`config.mk`:
```
export PLATFORM = sky130hd
export DESIGN_NAME = liftTop
export DESIGN_NICKNAME = d
export VERILOG_FILES = /design/src/common/liftPkg.sv /design/src/calls/callRegister.sv /design/src/controller/requestScanner.sv /design/src/controller/travelController.sv /design/src/verilog/floorTracker.sv /design/src/verilog/liftTop.sv
export VERILOG_INCLUDE_DIRS = /design/src /design/src/common
export SDC_FILE = /design/constraint.sdc
export NUM_CORES = 1
export LEC_CHECK = 0
export ABC_AREA = 1
export BUFFER_PORTS_ARGS = -buffer_cell sky130_fd_sc_hd__buf_2
export CAP_MARGIN = 20
export CORE_ASPECT_RATIO = 1.4
export CORE_MARGIN = 2
export CORE_UTILIZATION = 57
export DETAILED_ROUTE_END_ITERATION = 6
export MAX_ROUTING_LAYER = met4
export PLACE_DENSITY = 0.81
export SKIP_LAST_GASP = 1
export SLEW_MARGIN = 0
export SYNTH_ARGS = -nofsm -noshare
export SYNTH_HDL_FRONTEND = slang
export SYNTH_SLANG_ARGS = --single-unit
```
`constraint.sdc`:
```
create_clock -name clk -period 3.4 [get_ports clk]
set_input_delay 0.68 -clock clk [delete_from_list [all_inputs] [get_ports clk]]
set_output_delay 0.68 -clock clk [all_outputs]
set_load 0.1 [all_outputs]
```
`src/common/lift_config.svh`:
```
`ifndef LIFT_CONFIG_SVH
`define LIFT_CONFIG_SVH

// ##############################
// Shaft geometry
// ##############################

// Number of landings served by the car
`define LIFT_NUM_FLOORS 6

// Bits needed to hold a floor index
`define LIFT_FLOOR_W 3

// Highest landing, the car never travels above it
`define LIFT_TOP_FLOOR 5

`endif

```
`src/common/liftPkg.sv`:
```
`default_nettype none

`include "lift_config.svh"

package liftPkg;

	// ##############################
	// Floors and calls
	// ##############################

	typedef logic [`LIFT_FLOOR_W-1:0] floorIdx_t;

	// One bit per landing, bit 0 is the ground floor
	typedef logic [`LIFT_NUM_FLOORS-1:0] floorMask_t;

	// Hall up at the top floor and hall down at floor 0 stay zero
	typedef struct packed {
		floorMask_t carCall;
		floorMask_t hallUp;
		floorMask_t hallDown;
	} callSet_t;

	// ##############################
	// Travel
	// ##############################

	typedef enum logic {
		dirUp   = 1'b0,
		dirDown = 1'b1
	} dir_t;

	typedef enum logic [1:0] {
		stIdle     = 2'd0,
		stDoorOpen = 2'd1,
		stMoving   = 2'd2
	} travelState_t;

	typedef struct packed {
		logic moveUp;
		logic moveDown;
		logic doorOpen;
		logic stopped;
	} motion_t;

endpackage

`default_nettype wire

```
`src/calls/callRegister.sv`:
```
`timescale 1ns/1ps
`default_nettype none

`include "lift_config.svh"

module callRegister import liftPkg::*; (
	input logic clk,
	input logic reset,
	input floorMask_t carButton,
	input floorMask_t hallUpButton,
	input floorMask_t hallDownButton,
	input logic clearEn,
	input floorIdx_t clearFloor,
	output callSet_t pending
);

	// ##############################
	// Legal hall buttons
	// ##############################

	// No up button at the top landing and no down button at the ground
	localparam floorMask_t hallUpAllowed = ~(floorMask_t'(1) << `LIFT_TOP_FLOOR);
	localparam floorMask_t hallDownAllowed = ~floorMask_t'(1);

	floorMask_t clearMask;
	callSet_t nextPending;

	// ##############################
	// Latch and clear
	// ##############################

	always_comb begin
		if (clearEn) begin
			clearMask = floorMask_t'(1) << clearFloor;
		end else begin
			clearMask = '0;
		end
	end

	// A press at the floor being opened is already served, so the clear wins
	always_comb begin
		nextPending.carCall = (pending.carCall | carButton) & ~clearMask;
		nextPending.hallUp = (pending.hallUp | hallUpButton) & hallUpAllowed & ~clearMask;
		nextPending.hallDown = (pending.hallDown | hallDownButton) & hallDownAllowed
			& ~clearMask;
	end

	always_ff @(posedge clk) begin
		if (reset) begin
			pending <= '0;
		end else begin
			pending <= nextPending;
		end
	end

endmodule

`default_nettype wire

```
`src/controller/requestScanner.sv`:
```
`timescale 1ns/1ps
`default_nettype none

module requestScanner import liftPkg::*; (
	input callSet_t pending,
	input floorIdx_t currentFloor,
	input dir_t dir,
	output logic stopHere,
	output logic callsAhead,
	output logic callsBehind
);

	floorMask_t atMask;
	floorMask_t belowMask;
	floorMask_t aboveMask;
	floorMask_t anyCall;
	logic anyAbove;
	logic anyBelow;
	logic hereCar;
	logic hereUp;
	logic hereDown;
	logic hereInDir;
	logic hereAny;

	// ##############################
	// Position masks
	// ##############################

	always_comb begin
		atMask = floorMask_t'(1) << currentFloor;
		belowMask = atMask - 1'b1;
		aboveMask = ~(belowMask | atMask);
	end

	// ##############################
	// Calls ahead and behind
	// ##############################

	// Direction of a call does not matter for deciding where work remains
	always_comb begin
		anyCall = pending.carCall | pending.hallUp | pending.hallDown;
		anyAbove = |(anyCall & aboveMask);
		anyBelow = |(anyCall & belowMask);
		if (dir == dirUp) begin
			callsAhead = anyAbove;
			callsBehind = anyBelow;
		end else begin
			callsAhead = anyBelow;
			callsBehind = anyAbove;
		end
	end

	// ##############################
	// Stop decision
	// ##############################

	always_comb begin
		hereCar = |(pending.carCall & atMask);
		hereUp = |(pending.hallUp & atMask);
		hereDown = |(pending.hallDown & atMask);
		hereInDir = (dir == dirUp) ? hereUp : hereDown;
		hereAny = hereCar | hereUp | hereDown;
		// A hall call against the travel direction waits until nothing lies beyond it
		stopHere = hereCar | hereInDir | (hereAny & !callsAhead);
	end

endmodule

`default_nettype wire

```
`src/controller/travelController.sv`:
```
`timescale 1ns/1ps
`default_nettype none

module travelController import liftPkg::*; (
	input logic clk,
	input logic reset,
	input logic passengerIn,
	input logic arrived,
	input logic stopHere,
	input logic callsAhead,
	input logic callsBehind,
	input floorIdx_t currentFloor,
	output logic moving,
	output dir_t moveDir,
	output logic clearEn,
	output floorIdx_t clearFloor,
	output motion_t motion
);

	travelState_t state;
	travelState_t nextState;
	dir_t dir;
	dir_t nextDir;
	motion_t nextMotion;

	assign moving = (state == stMoving);
	assign moveDir = dir;

	// Calls at this floor are served the moment the door starts to open
	assign clearEn = (state == stIdle) && stopHere;
	assign clearFloor = currentFloor;

	// ##############################
	// Next state
	// ##############################

	always_comb begin
		nextState = state;
		nextDir = dir;
		case (state)
			stIdle: begin
				if (stopHere) begin
					nextState = stDoorOpen;
				end else if (callsAhead) begin
					nextState = stMoving;
				end else if (callsBehind) begin
					nextDir = (dir == dirUp) ? dirDown : dirUp;
					nextState = stMoving;
				end
			end
			stDoorOpen: begin
				if (passengerIn) begin
					nextState = stIdle;
				end
			end
			stMoving: begin
				// Decide only once the new floor has been registered
				if (arrived && (stopHere || !callsAhead)) begin
					nextState = stIdle;
				end
			end
			default: begin
				nextState = stIdle;
			end
		endcase
	end

	// ##############################
	// Motion outputs
	// ##############################

	always_comb begin
		nextMotion.moveUp = (nextState == stMoving) && (nextDir == dirUp);
		nextMotion.moveDown = (nextState == stMoving) && (nextDir == dirDown);
		nextMotion.doorOpen = (nextState == stDoorOpen);
		nextMotion.stopped = (nextState != stMoving);
	end

	always_ff @(posedge clk) begin
		if (reset) begin
			state <= stIdle;
			dir <= dirUp;
			motion <= '{moveUp: 1'b0, moveDown: 1'b0, doorOpen: 1'b0, stopped: 1'b1};
		end else begin
			state <= nextState;
			dir <= nextDir;
			motion <= nextMotion;
		end
	end

endmodule

`default_nettype wire

```
`src/verilog/floorTracker.sv`:
```
`timescale 1ns/1ps
`default_nettype none

`include "lift_config.svh"

module floorTracker import liftPkg::*; (
	input logic clk,
	input logic reset,
	input floorMask_t floorSensor,
	input logic moving,
	input dir_t moveDir,
	output floorIdx_t currentFloor,
	output logic arrived
);

	floorIdx_t nextFloor;
	floorMask_t nextMask;
	logic atEnd;
	logic sensorHit;

	// Only the landing directly ahead of the car can produce an arrival
	always_comb begin
		if (moveDir == dirUp) begin
			nextFloor = currentFloor + 1'b1;
			atEnd = (currentFloor == `LIFT_TOP_FLOOR);
		end else begin
			nextFloor = currentFloor - 1'b1;
			atEnd = (currentFloor == '0);
		end
		nextMask = floorMask_t'(1) << nextFloor;
		sensorHit = moving && !atEnd && |(floorSensor & nextMask);
	end

	always_ff @(posedge clk) begin
		if (reset) begin
			currentFloor <= '0;
			arrived <= 1'b0;
		end else begin
			arrived <= sensorHit;
			if (sensorHit) begin
				currentFloor <= nextFloor;
			end
		end
	end

endmodule

`default_nettype wire

```
`src/verilog/liftTop.sv`:
```
`timescale 1ns/1ps
`default_nettype none

module liftTop import liftPkg::*; (
	input logic clk,
	input logic reset,
	input floorMask_t carButton,
	input floorMask_t hallUpButton,
	input floorMask_t hallDownButton,
	input floorMask_t floorSensor,
	input logic passengerIn,
	output motion_t motion,
	output floorIdx_t floorDisplay
);

	callSet_t pending;
	floorIdx_t currentFloor;
	logic arrived;
	logic moving;
	dir_t moveDir;
	logic clearEn;
	floorIdx_t clearFloor;
	logic stopHere;
	logic callsAhead;
	logic callsBehind;

	// The display simply follows the tracked position
	assign floorDisplay = currentFloor;

	callRegister u_callRegister (
		.clk(clk),
		.reset(reset),
		.carButton(carButton),
		.hallUpButton(hallUpButton),
		.hallDownButton(hallDownButton),
		.clearEn(clearEn),
		.clearFloor(clearFloor),
		.pending(pending)
	);

	floorTracker u_floorTracker (
		.clk(clk),
		.reset(reset),
		.floorSensor(floorSensor),
		.moving(moving),
		.moveDir(moveDir),
		.currentFloor(currentFloor),
		.arrived(arrived)
	);

	requestScanner u_requestScanner (
		.pending(pending),
		.currentFloor(currentFloor),
		.dir(moveDir),
		.stopHere(stopHere),
		.callsAhead(callsAhead),
		.callsBehind(callsBehind)
	);

	travelController u_travelController (
		.clk(clk),
		.reset(reset),
		.passengerIn(passengerIn),
		.arrived(arrived),
		.stopHere(stopHere),
		.callsAhead(callsAhead),
		.callsBehind(callsBehind),
		.currentFloor(currentFloor),
		.moving(moving),
		.moveDir(moveDir),
		.clearEn(clearEn),
		.clearFloor(clearFloor),
		.motion(motion)
	);

endmodule

`default_nettype wire
```
==> metrics.txt, run 1 <==
status finished clean; Async SR Flop Fraction 0; Slowest cell on crit path dfxtp_1; clock sink count 27; count of flip-flops with a built-in enable after synthesis 0; worst setup path class reg -> reg; Net Sw Frac 0.5353; Crit path max-delay family simple AND/OR/NAND/NOR gates; DR vias approximately 1,500; period utilization 0.8097; vias in the first global route ~1,400; DIE HEIGHT between 60 and 70 µm; routability cong. 0.9684; largest net degree at the start of global routing 17; footprint of the multi-input gates about 910 µm²; Slew @ Worst Pin 0.4826 ns; Clock Skew around 0.013 ns; Placement Setup Slack between 0.6 and 0.7 ns; Fill cells about 240; crit path DAT approximately 3 ns; TritonCTS Buffers 3; Yosys warnings 0; Mapped Avg Cell Area between 7 and 8 µm²; Clock transition at path regs 0.15 ns; Syn Inst Count between 200 and 250; top cells by count, synth nor2_1, nand2_1, dfxtp_1; Crit. End Element flip-flop; FF-to-FF Start u_floorTracker.currentFloor[2]; most frequent cell after synthesis nor2_1; total power 0.001554 W; synth top area cells dfxtp_1, nor2_1, ha_1; Seq/Total Area, Yosys 0.3498; Synth Flop Type dfxtp_1; NetSw between 0.0008 and 0.0009 W; max-slew violations 0; Critical Path Stages 16; hold-fix buffers at CTS 0; leakage power 0.8542 nW; TritonRoute pass-1 iters 4; Seq. cell area approximately 540 µm²; fin crit period 2.753 ns; vias per std cell around 5.3; CP Buf/Inv Count 2; Core Area around 2600 µm²; Critical R2R Capture u_callRegister.pending[2]; Yosys reg bits 27; data required time at the worst endpoint ~3.6 ns; area grow syn2layout 14.58%; # rows 22; later-pin clock latency in the skew report 0.32 ns; Max-cap violations 0; setup bufs post-CTS 0; net count after synthesis around 250; Synth area leader dfxtp_1; CTS Buffer Depth 2; final setup TNS 0 ns; DIE WIDTH 48.01 µm; CP cell instances buf_4 -> inv_2 -> nand3_1 -> ha_1 -> o21ai_0 -> ha_1 -> nand2_1 -> nand2_1 -> nor2_1 -> nand3_2 -> nand2_1 -> nand3_2 -> nand2_2 -> nand2_4 -> o21ai_2 -> nor2_1; Worst path most repeated cell nand2_1; largest stage delay on the critical path between 0.3 and 0.4 ns; Detailed Route WL approximately 3.2 mm; Seq pwr share 0.278; post-route ant nets 0; H-tree levels 1; Hold/Removal Path Class reg -> reg; clock group share of total power 0.087; I/O pin total 34; residual DRC count 0; placed cell area 1744 µm²; post-route setup slack roughly 0.65 ns; RSZ-0062 raised after global routing no; GRT Total Usage 0.2305; synth unique cells 27; initial core utilization 0.5909; initial antenna violation count 0; Initial DRC Count 25; Congestion Overflow GR 0; crit path to u_callRegister.pending[2]; CTS tree built; clk root buf clkbuf_4; Hold Vio Cnt, Final 0; Post-DP HPWL approximately 2.5 mm; Buffers on Ports 31; Netlist Area Pre-Place 1545 µm²; Gates resized, CTS repair 0; wire length of the first global-routing pass 5.319 mm; top cell type's share of synthesized area 0.3498; Slew headroom 0.6805; post-route cell area ~1800 µm²; peak supply drop 518.8 µV; Max Clock Freq approximately 360 MHz; pwr dens between 800 and 900 nW/µm²; Register-to-Register Setup Slack around 0.65 ns; cell internal pwr ~0.00072 W; Worst Setup Start Kind flip-flop; WL/cell ~11 µm; Worst Reg2Reg Path Length in Cells 16; share of cells above drive strength 1 0.2339; Comb power frac 0.635; Critical Path Start u_floorTracker.currentFloor[2]; Max Fanout on Critical Path 16; die area roughly 3100 µm²; Antenna diodes 0; Setup Viol. Count Final 0; Final #Nets 287; Core Util, Final 0.6770
## cell usage in the layout, fill, tap and decap left out, types with 2 or more instances in the layout
cell | netlist | routed
a22o_1 | 2 | 2
inv_2 | 5 | 5
nand2_4 | 2 | 2
nand3_1 | 18 | 18
nand3b_1 | 2 | 2
dfxtp_1 | 27 | 27
nor2_2 | 2 | 2
a21oi_1 | 10 | 10
buf_2 | 4 | 31
o21ai_1 | 3 | 3
nor2_1 | 50 | 50
ha_1 | 10 | 10
o21ai_0 | 5 | 5
o21ai_2 | 6 | 6
clkbuf_4 | 0 | 3
nand3_2 | 2 | 2
nand4_1 | 12 | 12
nand2_1 | 30 | 30
o21a_1 | 2 | 2
nand2_2 | 2 | 2
inv_1 | 14 | 14
buf_4 | 0 | 3
## layer usage
metal  global-route usage  vias up  routed length (µm)
met3              0.03022       10                 145
li1                     -      772                   -
met1               0.2534      683                1314
met2               0.4100       54                1665
met4              0.06757        0                  60
met5                    -        -                   0
## registers in the layout, summed over array words and instances (netlist names)
signal and cells:
u_callRegister.pending 16, u_floorTracker.arrived 1, u_floorTracker.currentFloor 3, u_travelController.motion 4, u_travelController.moveDir 1, u_travelController.state 2
## stage by stage
| stage | std cells | hold slack (ns) |
|---|---|---|
| 2_1_floorplan | 215 | 0.4654 |
| 5_1_grt | 284 | 0.5408 |
| 3_5_place_dp | 280 | 0.4908 |
| 3_3_place_gp | 280 | 0.4856 |
| 4_1_cts | 284 | 0.5119 |
| 6_report | 284 | 0.5144 |
## worst register-to-register path, delay by kind of cell, from the launching register on
| family | cells | cell delay, ns |
|---|---|---|
| and+or+nand+nor | 10 | 1.09 |
| AOI/OAI and AO/OA | 2 | 0.31 |
| adders and majority gates | 2 | 0.54 |
| buffers and inverters | 2 | 0.41 |
| DFF | 1 | 0.33 |
## power by group through the flow
| stage | clock (W) | combinational, W | sequential, W |
|---|---|---|---|
| final | 0.000136 | 0.000987 | 0.000431 |
| after floorplan | 0 | 0.000621 | 0.000615 |
| after CTS | 0.000140 | 0.000984 | 0.000431 |
| after global routing | 0.000152 | 0.00110 | 0.000441 |
| after global placement | 0 | 0.000958 | 0.000437 |
| after detailed placement | 0 | 0.000980 | 0.000438 |
## area by class of cell
class | count | share of cell area
Inverter | 19 | 0.04028
Timing Repair Buffer | 34 | 0.1004
Sequential cell | 27 | 0.3053
Tap cell | 36 | 0.02544
Clock buffer | 4 | 0.01484
Multi-Input combinational cell | 164 | 0.5138
## how the worst min path moves through the flow
| stage | startpoint | end | slack [ns] | depth (start not counted) |
|---|---|---|---|---|
| 6_report | u_callRegister.pending[12] | u_callRegister.pending[12] | 0.51 | 2 |
| 5_1_grt | u_callRegister.pending[16] | u_callRegister.pending[16] | 0.54 | 2 |
| 4_1_cts | u_callRegister.pending[12] | u_callRegister.pending[12] | 0.51 | 2 |
| 3_5_place_dp | u_callRegister.pending[12] | u_callRegister.pending[12] | 0.49 | 2 |
| 3_3_place_gp | u_callRegister.pending[6] | u_callRegister.pending[6] | 0.49 | 2 |
| 2_1_floorplan | u_callRegister.pending[12] | u_callRegister.pending[12] | 0.47 | 2 |
## logic make-up after synthesis
kind of cell    synth area share
simple gates              0.3660
compound gates            0.1174
flops                     0.3498
buf+inv                  0.06154
fa+ha+maj                0.09393
xor+xnor                 0.01134
No activity file was read; power rests on OpenSTA's default activity.
==> run 2, diff against run 1 <==
- CORE_UTILIZATION: 57 -> 53
- PLACE_DENSITY: 0.81 -> 0.76
- clock period: 3.4 -> 2.9 ns (I/O delays scaled with it)
==> metrics.txt, run 2 (synthesis gave the netlist of run 1 again) <==
I/O pin total 34; DIE WIDTH between 40 and 50 µm; most frequent cells in the layout nor2_1, buf_2, nand2_1, dfxtp_1, nand3_1; hold-fix buffers at CTS 0; CTS Buffer Depth 2; Critical R2R Capture u_callRegister.pending[10]; initial core utilization 0.5479; H-tree levels 1; DIE HEIGHT between 60 and 70 µm; RSZ-0062 raised after global routing no; most common cell after layout, fill and taps aside nor2_1; residual DRC count 0; initial antenna violation count 0; post-route ant nets 0; Max-cap violations 0; pwr dens ~1000 nW/µm²; Worst Setup Start Kind flip-flop; Hold Path Cell Cnt 2; TritonRoute pass-1 iters 4; Hold/Removal Path Class reg -> reg; vias per std cell 5.309; setup bufs post-CTS 0; leakage power approximately 0.86 nW; GRT Total Usage 0.2183; clock group share of total power 0.115; area grow syn2layout 16.11%; Comb power frac 0.604; final setup TNS 0 ns; Detailed Route WL roughly 3.3 mm; Largest Register u_callRegister.pending; Post-DP HPWL approximately 2.6 mm; Max Clock Freq ~390 MHz; Clock Skew 0.004497 ns; fin crit period 2.576 ns; WL/cell between 10 and 15 µm; largest net degree at the start of global routing 16; cell internal pwr 0.0008925 W; TritonCTS Buffers 3; hold path endpoint u_callRegister.pending[6]; Clock transition at path regs 0.09 ns; Placement Setup Slack roughly 0.34 ns; Core Area 2820 µm²; Initial DRC Count 42; Hold Vio Cnt, Final 0; crit path DAT between 2 and 3 ns; max-slew violations 0; Slew headroom 0.6796; # rows 23; period utilization 0.8882; Hold Path Origin u_callRegister.pending[6]; share of cells above drive strength 1 0.2460; NetSw about 0.00098 W; Register-to-Register Setup Slack roughly 0.32 ns; Critical Path Start u_floorTracker.currentFloor[1]; clock sink count 27; peak supply drop approximately 590 µV; top flop regs u_callRegister.pending x16, u_travelController.motion x4, u_floorTracker.currentFloor x3; vias in the first global route around 1,400; Crit. End Element flip-flop; data required time at the worst endpoint slightly above 3 ns; post-route setup slack 0.3241 ns; Congestion Overflow GR 0; clk root buf clkbuf_8; CTS tree built; Final #Nets roughly 290; Net Sw Frac 0.5236; DR vias 1,513; later-pin clock latency in the skew report between 0.2 and 0.3 ns; Slew @ Worst Pin just under 0.5 ns; Gates resized, CTS repair 0; Antenna diodes 0; Seq pwr share 0.281; worst setup path class reg -> reg; wire length of the first global-routing pass 5.602 mm; status finished clean; Buffers on Ports 31; Largest register FFs 16; routability cong. about 0.91; Max Fanout on Critical Path 15; Worst Reg2Reg Path Length in Cells 15; total power roughly 0.0019 W; Setup Viol. Count Final 0; FF-to-FF Start u_floorTracker.currentFloor[1]; die area around 3400 µm²
-- run 2: cell count changes in the layout (fill, tap and decap cells not counted) --
cell,delta
clkbuf_8,+3
clkbuf_1,-1
clkbuf_4,-3
dfxtp_1,-2
clkinv_2,+1
dfxtp_2,+2
-- run 2: area by class of cell --
type / count / area (µm²)
fill: 308 / 1026
multi-input combinational: 164 / 909.6
sequential: 27 / 543.0
timing repair buffer: 34 / 177.7
inverter: 19 / 71.32
tap: 37 / 46.29
clock buffer: 3 / 41.29
clock inverter: 1 / 5.005
-- run 2: routing by layer --
metal,wire length (µm),global-route usage,part of all wire,vias up
li1,-,-,-,776
met1,1363,0.2302,0.42,695
met2,1720,0.4033,0.53,31
met3,103,0.02838,0.031,11
met4,88,0.1042,0.027,0
met5,0,-,0,-
-- run 2: how the worst max path moves through the flow --
| stage | end | slack [ns] | cells past startpoint |
|---|---|---|---|
| finish | u_callRegister.pending[10] | 0.32 | 15 |
| global route | u_callRegister.pending[9] | 0.05 | 15 |
| CTS | u_callRegister.pending[3] | 0.35 | 15 |
| detailed placement | u_callRegister.pending[10] | 0.34 | 15 |
| global placement | u_callRegister.pending[14] | 0.36 | 15 |
| floorplan | u_callRegister.pending[13] | 0.03 | 15 |
-- run 2: power groups by stage --
stage	Sequential [W]	Combinational [W]	Clock [W]
2_1_floorplan	0.000724	0.000727	0
3_3_place_gp	0.000531	0.00111	0
3_5_place_dp	0.000534	0.00113	0
4_1_cts	0.000526	0.00113	0.000221
5_1_grt	0.000538	0.00126	0.000230
6_report	0.000526	0.00113	0.000216
-- run 2: per-stage QoR --
| step | util | area [µm²] | std cells | hold slack (ns) |
|---|---|---|---|---|
| after floorplan | - | 1548 | 215 | 0.4654 |
| after global placement | 0.6198 | 1748 | 281 | 0.4827 |
| after detailed placement | 0.6198 | 1748 | 281 | 0.4971 |
| after CTS | 0.6362 | 1794 | 285 | 0.5103 |
| after global routing | 0.6362 | 1794 | 285 | 0.5224 |
| final | 0.6362 | 1794 | 285 | 0.5089 |
-- run 2: worst max-delay path: stages (launching register included) --
cell and delay [ns]:
dfxtp_2 0.51, inv_2 0.15, nand3_1 0.20, ha_1 0.23
o21ai_0 0.10, ha_1 0.27, nand2_1 0.06, nand2_1 0.05
nor2_1 0.11, nand3_2 0.10, nand2_1 0.10, nand3_2 0.13
nand2_2 0.10, nand2_4 0.10, o21ai_2 0.20, nor2_1 0.06
==> run 3, diff against run 2 <==
- CELL_PAD_IN_SITES_DETAIL_PLACEMENT: default -> 1
- CELL_PAD_IN_SITES_GLOBAL_PLACEMENT: default -> 1
- CORE_UTILIZATION: 53 -> 38
- PLACE_DENSITY: 0.76 -> 0.77
==> metrics.txt, run 3 (synthesis gave the netlist of run 1 again) <==
Hold Path Origin u_callRegister.pending[3]; vias per std cell around 5.2; clock sink count 27; status finished clean; Critical Path Stages 15; peak supply drop between 600 and 700 µV; I/O pin total 34; max-slew violations 0; Setup Viol. Count Final 0; Hold Path Cell Cnt 2; Post-DP HPWL 3.194 mm; Worst Reg2Reg Path Length in Cells 15; Final Non-Filler Cells roughly 290; Slew headroom 0.6730; Worst Setup Start Kind flip-flop; Critical R2R Capture u_callRegister.pending[16]; post-route ant nets 0; largest net degree at the start of global routing 16; top flop regs u_callRegister.pending x16, u_travelController.motion x4, u_floorTracker.currentFloor x3; initial core utilization 0.3943; setup bufs post-CTS 0; Slew @ Worst Pin 0.4900 ns; # rows 27; wire length of the first global-routing pass 6.630 mm; H-tree levels 1; Max Fanout on Critical Path 15; CP cell instances inv_2 -> nand3_1 -> ha_1 -> o21ai_0 -> ha_1 -> nand2_1 -> nand2_1 -> nor2_1 -> nand3_2 -> nand2_1 -> nand3_2 -> nand2_2 -> nand2_4 -> o21ai_2 -> nor2_1; DIE WIDTH about 58 µm; placed insts around 290; share of cells above drive strength 1 0.2450; Slowest cell on crit path dfxtp_2; initial antenna violation count 0; Largest Register u_callRegister.pending; Clock transition at path regs 0.09 ns; Crit. End Element flip-flop; Clock Skew ~0.0026 ns; Max Clock Freq approximately 390 MHz; period utilization 0.8749; CP Buf/Inv Count 1; data required time at the worst endpoint just over 3 ns; fin crit period 2.537 ns; largest stage delay on the critical path approximately 0.50 ns; DIE HEIGHT 79.45 µm; CTS Buffer Depth 2; Hold/Removal Path Class reg -> reg; hold-fix buffers at CTS 0; Max-cap violations 0; later-pin clock latency in the skew report ~0.27 ns; FF-to-FF Start u_floorTracker.currentFloor[1]; CTS tree built; residual DRC count 0; clk root buf clkbuf_8; Crit path max-delay family simple AND/OR/NAND/NOR gates; Gates resized, CTS repair 0; area grow syn2layout 17.00%; Final #Nets 288; most common cell after layout, fill and taps aside nor2_1; DR vias about 1,500; RSZ-0062 raised after global routing no; Congestion Overflow GR 0; Hold Vio Cnt, Final 0; Detailed Route WL just under 4 mm; TritonRoute pass-1 iters 4; WL/cell approximately 13 µm; most frequent cells in the layout nor2_1, buf_2, nand2_1, dfxtp_1, nand3_1; Register-to-Register Setup Slack between 0.3 and 0.4 ns; hold path endpoint u_callRegister.pending[3]; crit path DAT roughly 2.7 ns; pwr dens ~1100 nW/µm²; leakage power slightly below 0.9 nW; die area between 4000 and 5000 µm²; Antenna diodes 0; routability cong. about 0.90; GRT Total Usage 0.1906; Worst path most repeated cell nand2_1; Initial DRC Count 20; worst setup path class reg -> reg; Core Area 3919 µm²; Largest register FFs 16; vias in the first global route about 1,500; Buffers on Ports 31; TritonCTS Buffers 3; final setup TNS 0 ns
[run 3: changes by cell type in the layout (fill, tap and decap cells not counted)]
cell / previous run / this run
buf_4: 3 / 4
clkinv_2: 1 / 0
clkbuf_1: 0 / 1
[run 3: layout make-up]
class	instances	area, µm²
clock buffer	4	45.04
fill	517	2111
timing repair buffer	35	185.2
sequential	27	543.0
inverter	19	71.32
tap	43	53.80
multi-input combinational	164	909.6
[run 3: worst max-delay path by stage]
stage	startpoint	to
after floorplan	u_floorTracker.currentFloor[2]	u_callRegister.pending[13]
after global placement	u_floorTracker.currentFloor[1]	u_callRegister.pending[14]
after detailed placement	u_floorTracker.currentFloor[1]	u_callRegister.pending[16]
after CTS	u_floorTracker.currentFloor[1]	u_callRegister.pending[16]
after global routing	u_floorTracker.currentFloor[1]	u_callRegister.pending[14]
final	u_floorTracker.currentFloor[1]	u_callRegister.pending[16]
[run 3: power by group]
| group | total, W | switching, W | internal (W) | leakage (nW) |
|---|---|---|---|---|
| Sequential | 0.000528 | 0.0000741 | 0.000454 | 0.225 |
| Combinational | 0.00117 | 0.000817 | 0.000352 | 0.618 |
| Clock | 0.000210 | 0.000112 | 0.0000984 | 0.0228 |
[run 3: worst min-delay path, stage by stage (launching register included)]
cell and delay, ns:
dfxtp_1 0.33, nor2_1 0.10, nor2_1 0.05
[run 3: per-layer routing]
| metal | routed length (µm) | GRT usage | up-vias |
|---|---|---|---|
| met2 | 2132 | 0.3409 | 24 |
| met4 | 58 | 0.07442 | 0 |
| met5 | 0 | - | - |
| li1 | - | - | 775 |
| met3 | 94 | 0.02431 | 7 |
| met1 | 1617 | 0.2110 | 711 |
[run 3: stage by stage]
stage | utilization | hold slack, ns | instance area [µm²] | total power [W] | worst slack (ns)
after floorplan | - | 0.4654 | 1548 | 0.001451 | 0.02553
after global placement | 0.4499 | 0.4919 | 1763 | 0.001681 | 0.4050
after detailed placement | 0.4499 | 0.4979 | 1763 | 0.001718 | 0.3458
after CTS | 0.4614 | 0.5123 | 1808 | 0.001936 | 0.3245
after global routing | 0.4614 | 0.5237 | 1808 | 0.002078 | 0.1521
final | 0.4614 | 0.5073 | 1808 | 0.001907 | 0.3627
